`src/include/sifh_consts.svh`:
```
/* sizing constants for the two-pass peak finder.
   included by the package and by every block that needs a width or a count */
`ifndef SIFH_CONSTS_SVH
`define SIFH_CONSTS_SVH

// ******************************
// sample format
// ******************************
// timestamp width
`define SIFH_NP 8
// bin index width, 16 bins per histogram
`define SIFH_NB 4

// ******************************
// frame shape
// ******************************
`define SIFH_PIXELS 4
`define SIFH_DATA_NUM 2
// 32 samples per pass
`define SIFH_ACQ_NUM 4
// counts up to one full pass
`define SIFH_CNT_W 6
`define SIFH_HALF_WIN 8

`endif

```
`src/hw/sifhPkg.sv`:
```
/* shared types of the peak finder, pulled in by a wildcard import
   in each module header */
`include "sifh_consts.svh"

package sifhPkg;

    // raw time of arrival
    typedef logic [`SIFH_NP-1:0] timeStamp_t;

    // coarse or fine histogram bin
    typedef logic [`SIFH_NB-1:0] binIdx_t;

    // hits in one bin
    typedef logic [`SIFH_CNT_W-1:0] binCount_t;

    // which pixel a sample belongs to
    typedef logic [$clog2(`SIFH_PIXELS)-1:0] pixelIdx_t;

    // pass sequencing
    typedef enum logic [2:0] {
        COARSE,
        COARSE_DRAIN,
        WINDOW,
        FINE,
        FINE_DRAIN,
        PUBLISH
    } passState_t;

endpackage

```
`src/hw/sifhSampleIf.sv`:
```
/* one filtered sample travelling from the window filter to the histogram,
   no handshake, every valid beat is counted */
`timescale 1ns/1ps

interface sifhSampleIf import sifhPkg::*; ();

    // sample falls in a histogram bin
    logic valid;
    binIdx_t bin;
    pixelIdx_t pixel;
    // final sample of the pass, also on a dropped beat
    logic last;

    // filter side
    modport src (
        output valid, bin, pixel, last
    );

    // histogram side
    modport dst (
        input valid, bin, pixel, last
    );

endinterface

```
`src/hw/sifhHistPeak.sv`:
```
/* per-pixel histograms with a valid bit per bin and a running peak,
   cleared in one cycle by clearHist */
`timescale 1ns/1ps
`include "sifh_consts.svh"

module sifhHistPeak import sifhPkg::*; (
    input  logic                       clk,
    input  logic                       combin_res,
    sifhSampleIf.dst                   smp,
    input  logic                       clearHist,
    output binIdx_t [`SIFH_PIXELS-1:0] peakBins,
    output logic                       passDone
);

    localparam int BINS = 1 << `SIFH_NB;

    // bin storage, contents only meaningful where the valid bit is set
    binCount_t binCnt [`SIFH_PIXELS][BINS];
    logic [BINS-1:0] binValid [`SIFH_PIXELS];

    // running best per pixel
    binCount_t bestCnt [`SIFH_PIXELS];

    binCount_t curCnt;
    binCount_t newCnt;
    logic lastSeen;

    // an invalid bin reads as zero
    // array is written in place, so a back to back hit sees the fresh count
    always_comb begin
        curCnt = binValid[smp.pixel][smp.bin] ? binCnt[smp.pixel][smp.bin] : '0;
        newCnt = curCnt + 1'b1;
    end

    // ******************************
    // stage 2, count and peak
    // ******************************
    always_ff @(posedge clk) begin
        if (smp.valid) begin
            binCnt[smp.pixel][smp.bin] <= newCnt;
        end
    end

    always_ff @(posedge clk or negedge combin_res) begin
        if (!combin_res) begin
            for (int p = 0; p < `SIFH_PIXELS; p++) begin
                binValid[p] <= '0;
                bestCnt[p]  <= '0;
                peakBins[p] <= '0;
            end
        end else if (clearHist) begin
            // whole histogram emptied at once
            for (int p = 0; p < `SIFH_PIXELS; p++) begin
                binValid[p] <= '0;
                bestCnt[p]  <= '0;
                peakBins[p] <= '0;
            end
        end else if (smp.valid) begin
            binValid[smp.pixel][smp.bin] <= 1'b1;
            // strictly greater, earliest bin wins a tie
            if (newCnt > bestCnt[smp.pixel]) begin
                bestCnt[smp.pixel]  <= newCnt;
                peakBins[smp.pixel] <= smp.bin;
            end
        end
    end

    // end of pass, flagged once the last beat has been counted
    always_ff @(posedge clk or negedge combin_res) begin
        if (!combin_res) begin
            lastSeen <= 1'b0;
            passDone <= 1'b0;
        end else begin
            lastSeen <= smp.last;
            passDone <= lastSeen;
        end
    end

endmodule

```
`src/hw/sifhPassFsm.sv`:
```
/* pass sequencer: coarse pass, window load, fine pass, publish.
   the only block that decides when samples are taken and histograms emptied */
`timescale 1ns/1ps

module sifhPassFsm import sifhPkg::*; (
    input  logic clk,
    input  logic combin_res,
    input  logic wrEn,
    input  logic lastSample,
    input  logic passDone,
    output logic ready,
    output logic fine,
    output logic loadWindow,
    output logic clearHist,
    output logic publish
);

    passState_t state;
    passState_t nextState;
    logic accept;

    // samples only taken in the two collecting states
    assign accept = wrEn && ready;

    always_comb begin
        nextState = state;
        case (state)
            COARSE:       if (accept && lastSample) nextState = COARSE_DRAIN;
            // wait for the last beat to be counted
            COARSE_DRAIN: if (passDone) nextState = WINDOW;
            WINDOW:       nextState = FINE;
            FINE:         if (accept && lastSample) nextState = FINE_DRAIN;
            FINE_DRAIN:   if (passDone) nextState = PUBLISH;
            PUBLISH:      nextState = COARSE;
            default:      nextState = COARSE;
        endcase
    end

    always_ff @(posedge clk or negedge combin_res) begin
        if (!combin_res) begin
            state <= COARSE;
        end else begin
            state <= nextState;
        end
    end

    // ******************************
    // state decodes
    // ******************************
    assign ready = (state == COARSE) || (state == FINE);
    assign fine  = (state == FINE);
    // single cycle states, so these are one-clock pulses
    assign loadWindow = (state == WINDOW);
    assign publish    = (state == PUBLISH);
    // empty before the fine pass and again after publishing
    assign clearHist  = (state == WINDOW) || (state == PUBLISH);

endmodule

```
`src/hw/sifhSeqCounter.sv`:
```
/* nested sample / pixel / acquisition counters, flags the last sample
   of a pass so the FSM and the filter see it on the same accept */
`timescale 1ns/1ps
`include "sifh_consts.svh"

module sifhSeqCounter import sifhPkg::*; (
    input  logic      clk,
    input  logic      combin_res,
    input  logic      accept,
    output pixelIdx_t pixel,
    output logic      lastSample
);

    localparam int SMP_W = $clog2(`SIFH_DATA_NUM);
    localparam int ACQ_W = $clog2(`SIFH_ACQ_NUM);

    logic [SMP_W-1:0] smpCnt;
    logic [ACQ_W-1:0] acqCnt;
    logic smpWrap;
    logic pixWrap;
    logic acqWrap;

    // wrap points, sample runs fastest
    assign smpWrap = (smpCnt == SMP_W'(`SIFH_DATA_NUM - 1));
    assign pixWrap = (pixel == pixelIdx_t'(`SIFH_PIXELS - 1));
    assign acqWrap = (acqCnt == ACQ_W'(`SIFH_ACQ_NUM - 1));
    assign lastSample = smpWrap && pixWrap && acqWrap;

    always_ff @(posedge clk or negedge combin_res) begin
        if (!combin_res) begin
            smpCnt <= '0;
            pixel  <= '0;
            acqCnt <= '0;
        end else if (accept) begin
            smpCnt <= smpWrap ? '0 : smpCnt + 1'b1;
            // pixel steps once its samples are done
            if (smpWrap) begin
                pixel <= pixWrap ? '0 : pixel + 1'b1;
                // then the acquisition
                if (pixWrap) begin
                    acqCnt <= acqWrap ? '0 : acqCnt + 1'b1;
                end
            end
        end
    end

endmodule

```
`src/hw/sifhTop.sv`:
```
/* two-pass histogram peak finder, top level.
   feed samples with wrEn while ready is high, results arrive with resultValid */
`timescale 1ns/1ps
`include "sifh_consts.svh"

module sifhTop import sifhPkg::*; (
    input  logic                               clk,
    input  logic                               combin_res,
    input  logic                               wrEn,
    input  logic [`SIFH_NP-1:0]                data,
    output logic                               ready,
    output logic [`SIFH_PIXELS*`SIFH_NP-1:0]   result,
    output logic                               resultValid
);

    // ******************************
    // internal links
    // ******************************
    logic accept;
    pixelIdx_t pixel;
    logic lastSample;
    logic fine;
    logic loadWindow;
    logic clearHist;
    logic publish;
    logic passDone;
    binIdx_t [`SIFH_PIXELS-1:0] peakBins;

    // filter to histogram
    sifhSampleIf smpIf ();

    // a sample counts only while ready is high
    assign accept = wrEn && ready;

    sifhSeqCounter uSeq (
        .clk(clk), .combin_res(combin_res), .accept(accept),
        .pixel(pixel), .lastSample(lastSample)
    );

    sifhPassFsm uFsm (
        .clk(clk), .combin_res(combin_res), .wrEn(wrEn),
        .lastSample(lastSample), .passDone(passDone), .ready(ready),
        .fine(fine), .loadWindow(loadWindow), .clearHist(clearHist),
        .publish(publish)
    );

    sifhWindowFilter uFilter (
        .clk(clk), .combin_res(combin_res), .data(data), .accept(accept),
        .pixel(pixel), .lastSample(lastSample), .fine(fine),
        .loadWindow(loadWindow), .publish(publish), .peakBins(peakBins),
        .smp(smpIf.src), .result(result), .resultValid(resultValid)
    );

    sifhHistPeak uHist (
        .clk(clk), .combin_res(combin_res), .smp(smpIf.dst),
        .clearHist(clearHist), .peakBins(peakBins), .passDone(passDone)
    );

endmodule

```
`src/hw/sifhWindowFilter.sv`:
```
/* maps accepted samples to coarse or fine bins, keeps the per-pixel fine
   windows and rebuilds the published timestamps from the fine peaks */
`timescale 1ns/1ps
`include "sifh_consts.svh"

module sifhWindowFilter import sifhPkg::*; (
    input  logic                          clk,
    input  logic                          combin_res,
    input  timeStamp_t                    data,
    input  logic                          accept,
    input  pixelIdx_t                     pixel,
    input  logic                          lastSample,
    input  logic                          fine,
    input  logic                          loadWindow,
    input  logic                          publish,
    input  binIdx_t [`SIFH_PIXELS-1:0]    peakBins,
    sifhSampleIf.src                      smp,
    output timeStamp_t [`SIFH_PIXELS-1:0] result,
    output logic                          resultValid
);

    localparam int BINS = 1 << `SIFH_NB;
    localparam int MAX_LO = (1 << `SIFH_NP) - BINS;

    timeStamp_t winLo [`SIFH_PIXELS];
    timeStamp_t curLo;
    timeStamp_t offset;
    logic inWin;

    // coarse peak * 16 - half window, kept inside the timestamp range
    function automatic timeStamp_t winStart(binIdx_t pk);
        int base;
        base = int'(pk) * (1 << (`SIFH_NP - `SIFH_NB)) - `SIFH_HALF_WIN;
        if (base < 0) begin
            base = 0;
        end else if (base > MAX_LO) begin
            base = MAX_LO;
        end
        return timeStamp_t'(base);
    endfunction

    // window hit test for the current pixel
    always_comb begin
        curLo  = winLo[pixel];
        offset = data - curLo;
        inWin  = (data >= curLo) && (offset < timeStamp_t'(BINS));
    end

    // ******************************
    // stage 1, sample register
    // ******************************
    always_ff @(posedge clk or negedge combin_res) begin
        if (!combin_res) begin
            smp.valid <= 1'b0;
            smp.last  <= 1'b0;
        end else begin
            // out of window samples still carry last
            smp.valid <= accept && (!fine || inWin);
            smp.last  <= accept && lastSample;
        end
    end

    always_ff @(posedge clk) begin
        smp.pixel <= pixel;
        smp.bin   <= fine ? offset[`SIFH_NB-1:0] : data[`SIFH_NP-1 -: `SIFH_NB];
    end

    // windows and published results
    always_ff @(posedge clk or negedge combin_res) begin
        if (!combin_res) begin
            for (int p = 0; p < `SIFH_PIXELS; p++) begin
                winLo[p]  <= '0;
                result[p] <= '0;
            end
            resultValid <= 1'b0;
        end else begin
            for (int p = 0; p < `SIFH_PIXELS; p++) begin
                if (loadWindow) winLo[p] <= winStart(peakBins[p]);
                // fine peak offset back to absolute time
                if (publish) result[p] <= winLo[p] + timeStamp_t'(peakBins[p]);
            end
            resultValid <= publish;
        end
    end

endmodule

```
`config.mk`:
```
export PLATFORM = sky130hd
export DESIGN_NAME = sifhTop
export DESIGN_NICKNAME = d
export VERILOG_FILES = /design/src/hw/sifhPkg.sv /design/src/hw/sifhSampleIf.sv /design/src/hw/sifhHistPeak.sv /design/src/hw/sifhPassFsm.sv /design/src/hw/sifhSeqCounter.sv /design/src/hw/sifhTop.sv /design/src/hw/sifhWindowFilter.sv
export VERILOG_INCLUDE_DIRS = /design/src /design/src/include
export SDC_FILE = /design/constraint.sdc
export NUM_CORES = 1
export LEC_CHECK = 0
export BUFFER_PORTS_ARGS = -buffer_cell sky130_fd_sc_hd__buf_2
export CAP_MARGIN = 20
export CORE_MARGIN = 1.5
export CORE_UTILIZATION = 45
export DETAILED_ROUTE_END_ITERATION = 12
export PLACE_DENSITY = 0.59
export SLEW_MARGIN = 25
export SYNTH_ARGS = -nofsm -noshare
export SYNTH_HDL_FRONTEND = slang
export SYNTH_SLANG_ARGS = --single-unit
```
`constraint.sdc`:
```
create_clock -name clk -period 18.1 [get_ports clk]
set_clock_uncertainty 0.2 [all_clocks]
set_input_delay 5.43 -clock clk [delete_from_list [all_inputs] [get_ports clk]]
set_output_delay 5.43 -clock clk [all_outputs]
set_load 0.01 [all_outputs]
```
After elaboration in Yosys (flattened, before gate mapping)
Memory sizes are Yosys's and may differ from the RTL's. A register that Yosys moved wholly into a read port is not among the register bits.
Index checks and enable logic that the tools add are counted.
{"block": "word_totals", "register_bits": 187, "ramBits": 384, "output_inout_bits": 34, "wordCells": 155, "memories": 1}
{"name": "uHist.binCnt", "depth": 4, "word_bits": 96, "read_ports": 1, "rd_ports_with_merged_regs": 1, "wr": 1, "line": "sifhHistPeak.sv:18", "text": "binCount_t binCnt [`SIFH_PIXELS][BINS];"}
{"block": "op_classes", "add_sub_neg": 13, "magnitude_cmp": 20, "eq_ne": 11, "muxes": 54, "bitwise_logic": 4, "n_reduce_logical": 21}
{"operator": "$mux W64", "n": 2}
{"operator": "$mux W16", "n": 6}
{"operator": "$mux W96", "n": 1}
{"operator": "$mux W8", "n": 10}
{"operator": "$mux W24", "n": 3}
{"operator": "$or A64 B64 Y64", "n": 1}
{"operator": "$mux W6", "n": 7}
{"operator": "$gt A9 B9 Y1 const B", "n": 4}
{"operator": "$lt A9 B1 Y1 const B", "n": 4}
{"operator": "$sub A8 B4 Y9 const B", "n": 4}
{"operator": "$add A8 B4 Y8", "n": 4}
{"operator": "$bmux W16 S2", "n": 1}
{"operator": "$demux W16 S2", "n": 1}
{"operator": "$bmux W6 S4", "n": 1}
{"operator": "$bwmux W24", "n": 1}
{"operator": "$demux W6 S4", "n": 1}
{"operator": "$bmux W8 S2", "n": 1}
{"operator": "$bwmux W16", "n": 1}
{"operator": "$pmux W3 S5", "n": 1}
{"operator": "$bmux W6 S2", "n": 1}
{"operator": "$demux W6 S2", "n": 1}
{"operator": "$mux W3", "n": 4}
{"operator": "$logic_and A1 B1 Y1", "n": 10}
{"operator": "$demux W4 S2", "n": 1}
{"operator": "other kinds (35)", "n": 52}

Logic depth before layout (Yosys ltp)
{"block": "depth", "ltp_word": 12, "depth_mapped": 25}

By module
Synthesis repeated with hierarchy kept, for this count alone.
{"block": "unflattened", "hier_cells": 1518, "area_unflattened_um2": 23755.3}
{"mod": "sifhHistPeak", "n_inst": 1, "cells_per_inst": 1204, "area_each_um2": 20263.2}
{"mod": "sifhWindowFilter", "n_inst": 1, "cells_per_inst": 274, "area_each_um2": 3044.2}
{"mod": "sifhSeqCounter", "n_inst": 1, "cells_per_inst": 17, "area_each_um2": 232.7}
{"mod": "sifhPassFsm", "n_inst": 1, "cells_per_inst": 22, "area_each_um2": 209.0}
{"mod": "sifhTop", "n_inst": 1, "cells_per_inst": 1, "area_each_um2": 6.3}

Least setup slack after synthesis
OpenSTA, ideal clock, no wires.
{"block": "synth_timing", "kind": "input -> register", "startpoint": "input port data[3]", "endpoint": "register uFilter.smp.valid", "setup_ns": 0.088, "arrival_time_ns": 6.694, "slack_ns": 11.118, "cell_stages": 8, "path_cell_list": "inv_1 ha_1 fa_1 xor2_1 nand4_1 a211oi_1 a21oi_1 nor3b_1"}
{"block": "synth_between", "elab_chain_len": 5}
{"item": "from (decl)", "line": "sifhTop.sv:10", "text": "input logic [`SIFH_NP-1:0] data,"}
{"item": "$sub A8 B8 Y8", "line": "sifhWindowFilter.sv:45", "text": "offset = data - curLo;"}
{"item": "$lt A8 B5 Y1", "line": "sifhWindowFilter.sv:46", "text": "inWin = (data >= curLo) && (offset < timeStamp_t'(BINS));"}
{"item": "$logic_and A1 B1 Y1 *", "line": "sifhWindowFilter.sv:46"}
{"item": "$logic_or A1 B1 Y1 *", "line": "sifhWindowFilter.sv:58", "text": "smp.valid <= accept && (!fine || inWin);"}
{"item": "$logic_and A1 B1 Y1 *", "line": "sifhWindowFilter.sv:58"}
{"item": "to (signal assigned)", "line": "sifhWindowFilter.sv:58"}
{"item": "to (decl)", "line": "sifhSampleIf.sv:16", "text": "output valid, bin, pixel, last"}
Every way passes the cells marked *; elsewhere a longest branch is shown, timed or not.
A chain may end at the register's enable or synchronous reset.

Worst setup path in the final report
{"block": "layout_timing", "startpoint": "register uFilter.smp.pixel[0]", "endpoint": "register uHist.bestCnt[4] in the netlist's numbering"}
{"item": "from (decl)", "line": "sifhSampleIf.sv:16"}
{"item": "$not A2 Y3 (not written as such)", "line": "sifhHistPeak.sv:31", "text": "curCnt = binValid[smp.pixel][smp.bin] ? binCnt[smp.pixel][smp.bin] : '0;"}
{"item": "$bmux W16 S2", "line": "sifhHistPeak.sv:31"}
{"item": "$mux W16 (not written as such) (2 in series)", "line": "sifhHistPeak.sv:31"}
{"item": "$bmux W1 S4", "line": "sifhHistPeak.sv:31"}
{"item": "$mux W1 (not written as such)", "line": "sifhHistPeak.sv:31"}
{"item": "$mux W6", "line": "sifhHistPeak.sv:31"}
{"item": "$add A6 B1 Y6", "line": "sifhHistPeak.sv:32", "text": "newCnt = curCnt + 1'b1;"}
{"item": "net uHist.newCnt[2]", "line": "sifhHistPeak.sv:25", "text": "binCount_t newCnt;"}
{"item": "$gt A6 B6 Y1", "line": "sifhHistPeak.sv:61", "text": "if (newCnt > bestCnt[smp.pixel]) begin"}
{"item": "$reduce_bool A2 Y1 (no line)"}
{"item": "$reduce_and A2 Y1 (no line)"}
{"item": "to (signal, indexed assignment)", "line": "sifhHistPeak.sv:62", "text": "bestCnt[smp.pixel] <= newCnt;"}
{"item": "to (decl)", "line": "sifhHistPeak.sv:22", "text": "binCount_t bestCnt [`SIFH_PIXELS];"}
The timed path passes the listed nets, and every way through them passes these cells. The select of a mux whose other input is x is not followed.

==> impl_metrics.csv <==
group,metric,value,unit
pwr,power_density,153,mW/mm²
synth,synth_async_sr_flop_share,30.2,%
timing,hold_viol_final,0,
worst_setup_path,end_kind,"flop",
synth,synth_edf_count,384,
synth,syn_nets,1508,
global_route,antenna_found_initial,0,
worst_setup_path,timing.rr.end,"uHist.bestCnt[4]",
detailed_routing,wl_met1,23.1,mm
detailed_routing,dr.first_iter.drc_count,1167,
cts,cts_tree,"done",
worst_setup_path,critical_path_class,"reg -> reg",
worst_hold_path,hold_class,"reg -> reg",
cells_and_area,drive_above_1_share,19.2,%
worst_hold_path,hp-start,"uHist.lastSeen",
die,initial_core_util,45.7,%
cts,cts_hold_buf,0,
timing,fmax,131,MHz
synth,ys_ff_latch,559,
synth,synth_area_per_cell,15.6,µm²
timing,tns,0,ns
die,core_area,0.0503,mm²
detailed_routing,maxUsedRoutingLayer,"met4",
global_route,grt_pass1_wl,81.5,mm
synth,synth_area,0.0230,mm²
synth,ys_seq_area_share,69.2,%
place,dp_hpwl,32.2,mm
synth,yosysUniqueCellTypes,59,
cts,worstSkewPairLatency,0.63,ns
pwr,peakVddDrop,0.109,mV
worst_setup_path,critPathArrivalTime,7.99,ns
cts,path_clk_slew,0.06,ns
worst_setup_path,crit_fanout,89,
detailed_routing,dr_total_vias,12700,
global_route,grt_max_degree,90,
cts,clockBufferDepth,3,
timing,tightest_slew,1.09,ns
die,die_w,229,µm
cts,cts_root_buf,"clkbuf_16",
place,io_buffers,44,
detailed_routing,firstDrtPassIters,5,
detailed_routing,drcViolationCount,0,
cts,cts_resized,0,
global_route,grt_pass1_vias,12900,
cts,htree_levels,2,
timing,grt_setup_unrepaired,"no",
cts,postCtsSetupBuffers,0,
die,io_pins,45,
die,die_h,229,µm
worst_setup_path,r2r_cells,19,
cts,cts_buffers,57,
pwr,power.leakage,0.00943,µW
timing,period_needed,7.63,ns
synth,synth_flop_cell,"edfxtp_1",
detailed_routing,drt_wl_total,53.1,mm
die,rows,82,
place,dpl-instance-area,0.0238,mm²
worst_hold_path,worst_hold_path.num_cells,0,
global_route,grtUsageTotal,20.8,%
cells_and_area,fin_nets,1554,
outcome,outcome,"finished clean",
detailed_routing,wl_met3,2.84,mm
worst_setup_path,cp.required,18.46,ns
place,routabilityCongestion,0.831,
detailed_routing,wl_met2,25.5,mm
timing,setup_viol,0,
worst_setup_path,worstReg2RegStart,"uFilter.smp.pixel[0]",
worst_setup_path,crit_path_start_kind,"flop",
detailed_routing,ant_nets,0,
cells_and_area,synthToLayoutAreaGrowth,11.9,%
cts,cts_sinks,559,
flow_run,max_cap_violations,0,
timing,relSlewSlack,25.2,%
timing,fin_crit_sh,42.2,%
cells_and_area,n_antenna_cell,0,
timing,slew_viol_final,0,
detailed_routing,post_drt_wl_per_cell,23.8,µm
worst_setup_path,r2r_slack,10.47,ns
synth,yosysWarningCount,0,
synth,syn_inst,1470,
worst_hold_path,whs_endpoint,"uHist.passDone",
die,dieArea,0.0524,mm²
detailed_routing,avgViaCountPerCell,5.70,
global_route,overflow,0,
cells_and_area,fin_area,0.0257,mm²
-- area by class of cell --
type,instances,area (µm²)
Fill cell,4189,24600
Sequential cell,559,15900
Multi-Input combinational cell,806,6580
Clock buffer,88,1690
Tap cell,672,841
Timing Repair Buffer,65,397
Clock inverter,18,193
Inverter,27,105
-- sequential cells by signal, summed over array words and instances, names as in the netlist --
name / cells
uHist.binCnt: 384
uHist.binValid: 64
uFilter.result: 32
uHist.bestCnt: 24
uFilter.winLo: 20
uHist.peakBins: 16
uFilter.smp.bin: 4
uFsm.state: 3
uFilter.smp.pixel: 2
uSeq.acqCnt: 2
uSeq.pixel: 2
uFilter.resultValid: 1
uFilter.smp.last: 1
uFilter.smp.valid: 1
uHist.lastSeen: 1
uHist.passDone: 1
uSeq.smpCnt: 1
-- synth_stat cells (7+ instances only) --
library cell,instances,area [µm²]
a22o_1,34,298
ha_1,26,325
buf_2,14,70.1
nor3_1,9,45.0
nand4_1,10,62.6
nand3_1,33,165
a32oi_1,8,70.1
clkbuf_1,43,161
a21o_1,8,60.1
inv_1,26,97.6
a22oi_1,21,158
edfxtp_1,384,11500
buf_4,7,52.6
dfrtp_1,169,4230
nor2_1,210,788
a21oi_1,29,145
buf_6,8,90.1
nand2b_1,7,43.8
nand2_1,133,499
nor2b_1,18,113
mux4_2,124,2790
xor2_1,11,96.3
o21ai_0,52,260
-- cell families after synthesis --
group                      Yosys count  share of synthesized area [%]
AOI/OAI and AO/OA                  185                           5.52
and+or+nand+nor                    446                           8.30
DFF                                559                           69.2
adders and majority gates           27                           1.50
muxes                              131                           12.5
buffers and inverters              105                           2.36
xor gates and xnor gates            17                          0.648
-- layer usage --
layer	vias to the layer above	global-route usage [%]
met5	-	0
met1	6577	28.9
li1	5676	-
met2	374	33.0
met3	106	3.58
met4	0	7.85
-- worst max-delay path by stage --
stage / startpoint / end / slack (ns) / cells past startpoint
final: uFilter.smp.pixel[0] / uHist.bestCnt[4] / 10.47 / 19
after global routing: uFilter.smp.pixel[0] / uHist.bestCnt[14] / 9.78 / 19
after CTS: uFsm.state[0] / ready / 10.51 / 3
after detailed placement: combin_res / uHist.binValid[30] / 10.40 / 3
after global placement: combin_res / uHist.binValid[14] / 10.47 / 3
after floorplan: data[3] / uFilter.smp.valid / 11.12 / 8
-- critical path, cell delays in order (launching register included) --
cell and delay (ns):
dfxtp_4 0.82, buf_12 0.45, mux4_2 0.59, a22o_1 0.26, a221oi_1 0.34, o22ai_1 0.23
a211o_1 0.39, and2_1 0.28, ha_2 0.22, inv_1 0.08, xnor2_1 0.29, clkinv_2 0.83
ha_1 0.63, o21a_1 0.13, o21a_1 0.11, o211ai_1 0.08, a21oi_1 0.47, and2_1 0.31
and3_1 0.32, a22o_1 0.19
-- cell usage in the layout (no fill, tap or decap), drive strengths merged, types with 6 or more instances in the layout --
| cell | Yosys | layout |
|---|---|---|
| nand2 | 133 | 133 |
| a32oi | 8 | 8 |
| nand4 | 10 | 10 |
| a22oi | 21 | 21 |
| xnor2 | 6 | 6 |
| dfxtp | 6 | 6 |
| a21o | 8 | 8 |
| nand2b | 7 | 7 |
| inv | 26 | 26 |
| o21ai | 57 | 57 |
| nand3 | 33 | 33 |
| nor2 | 210 | 210 |
| a22o | 34 | 34 |
| clkinv | 1 | 13 |
| xor2 | 11 | 11 |
| clkbuf | 43 | 88 |
| edfxtp | 384 | 384 |
| buf | 35 | 65 |
| mux4 | 124 | 124 |
| nor3 | 9 | 9 |
| a21oi | 29 | 29 |
| nor2b | 18 | 18 |
| dfrtp | 169 | 169 |
| ha | 26 | 26 |
-- through the flow --
step	worst slack, ns	utilization [%]	hold WS [ns]	instances	power (µW)
final	10.47	51.1	0.149	2235	3920
after global placement	10.47	47.3	0.133	2129	2760
after detailed placement	10.40	47.3	0.137	2129	2780
after CTS	10.51	51.1	0.151	2235	3960
after global routing	9.78	51.1	0.158	2235	4120
after floorplan	11.12	-	0.131	1470	2490
-- where the power goes --
group | leakage (µW) | total [µW] | internal, µW | switching [µW]
clock | 0.000908 | 1180 | 683 | 493
combinational | 0.00274 | 989 | 428 | 561
sequential | 0.00579 | 1760 | 1610 | 146
total | 0.00943 | 3920 | 2720 | 1200
Power figures use the tool's default switching activity.
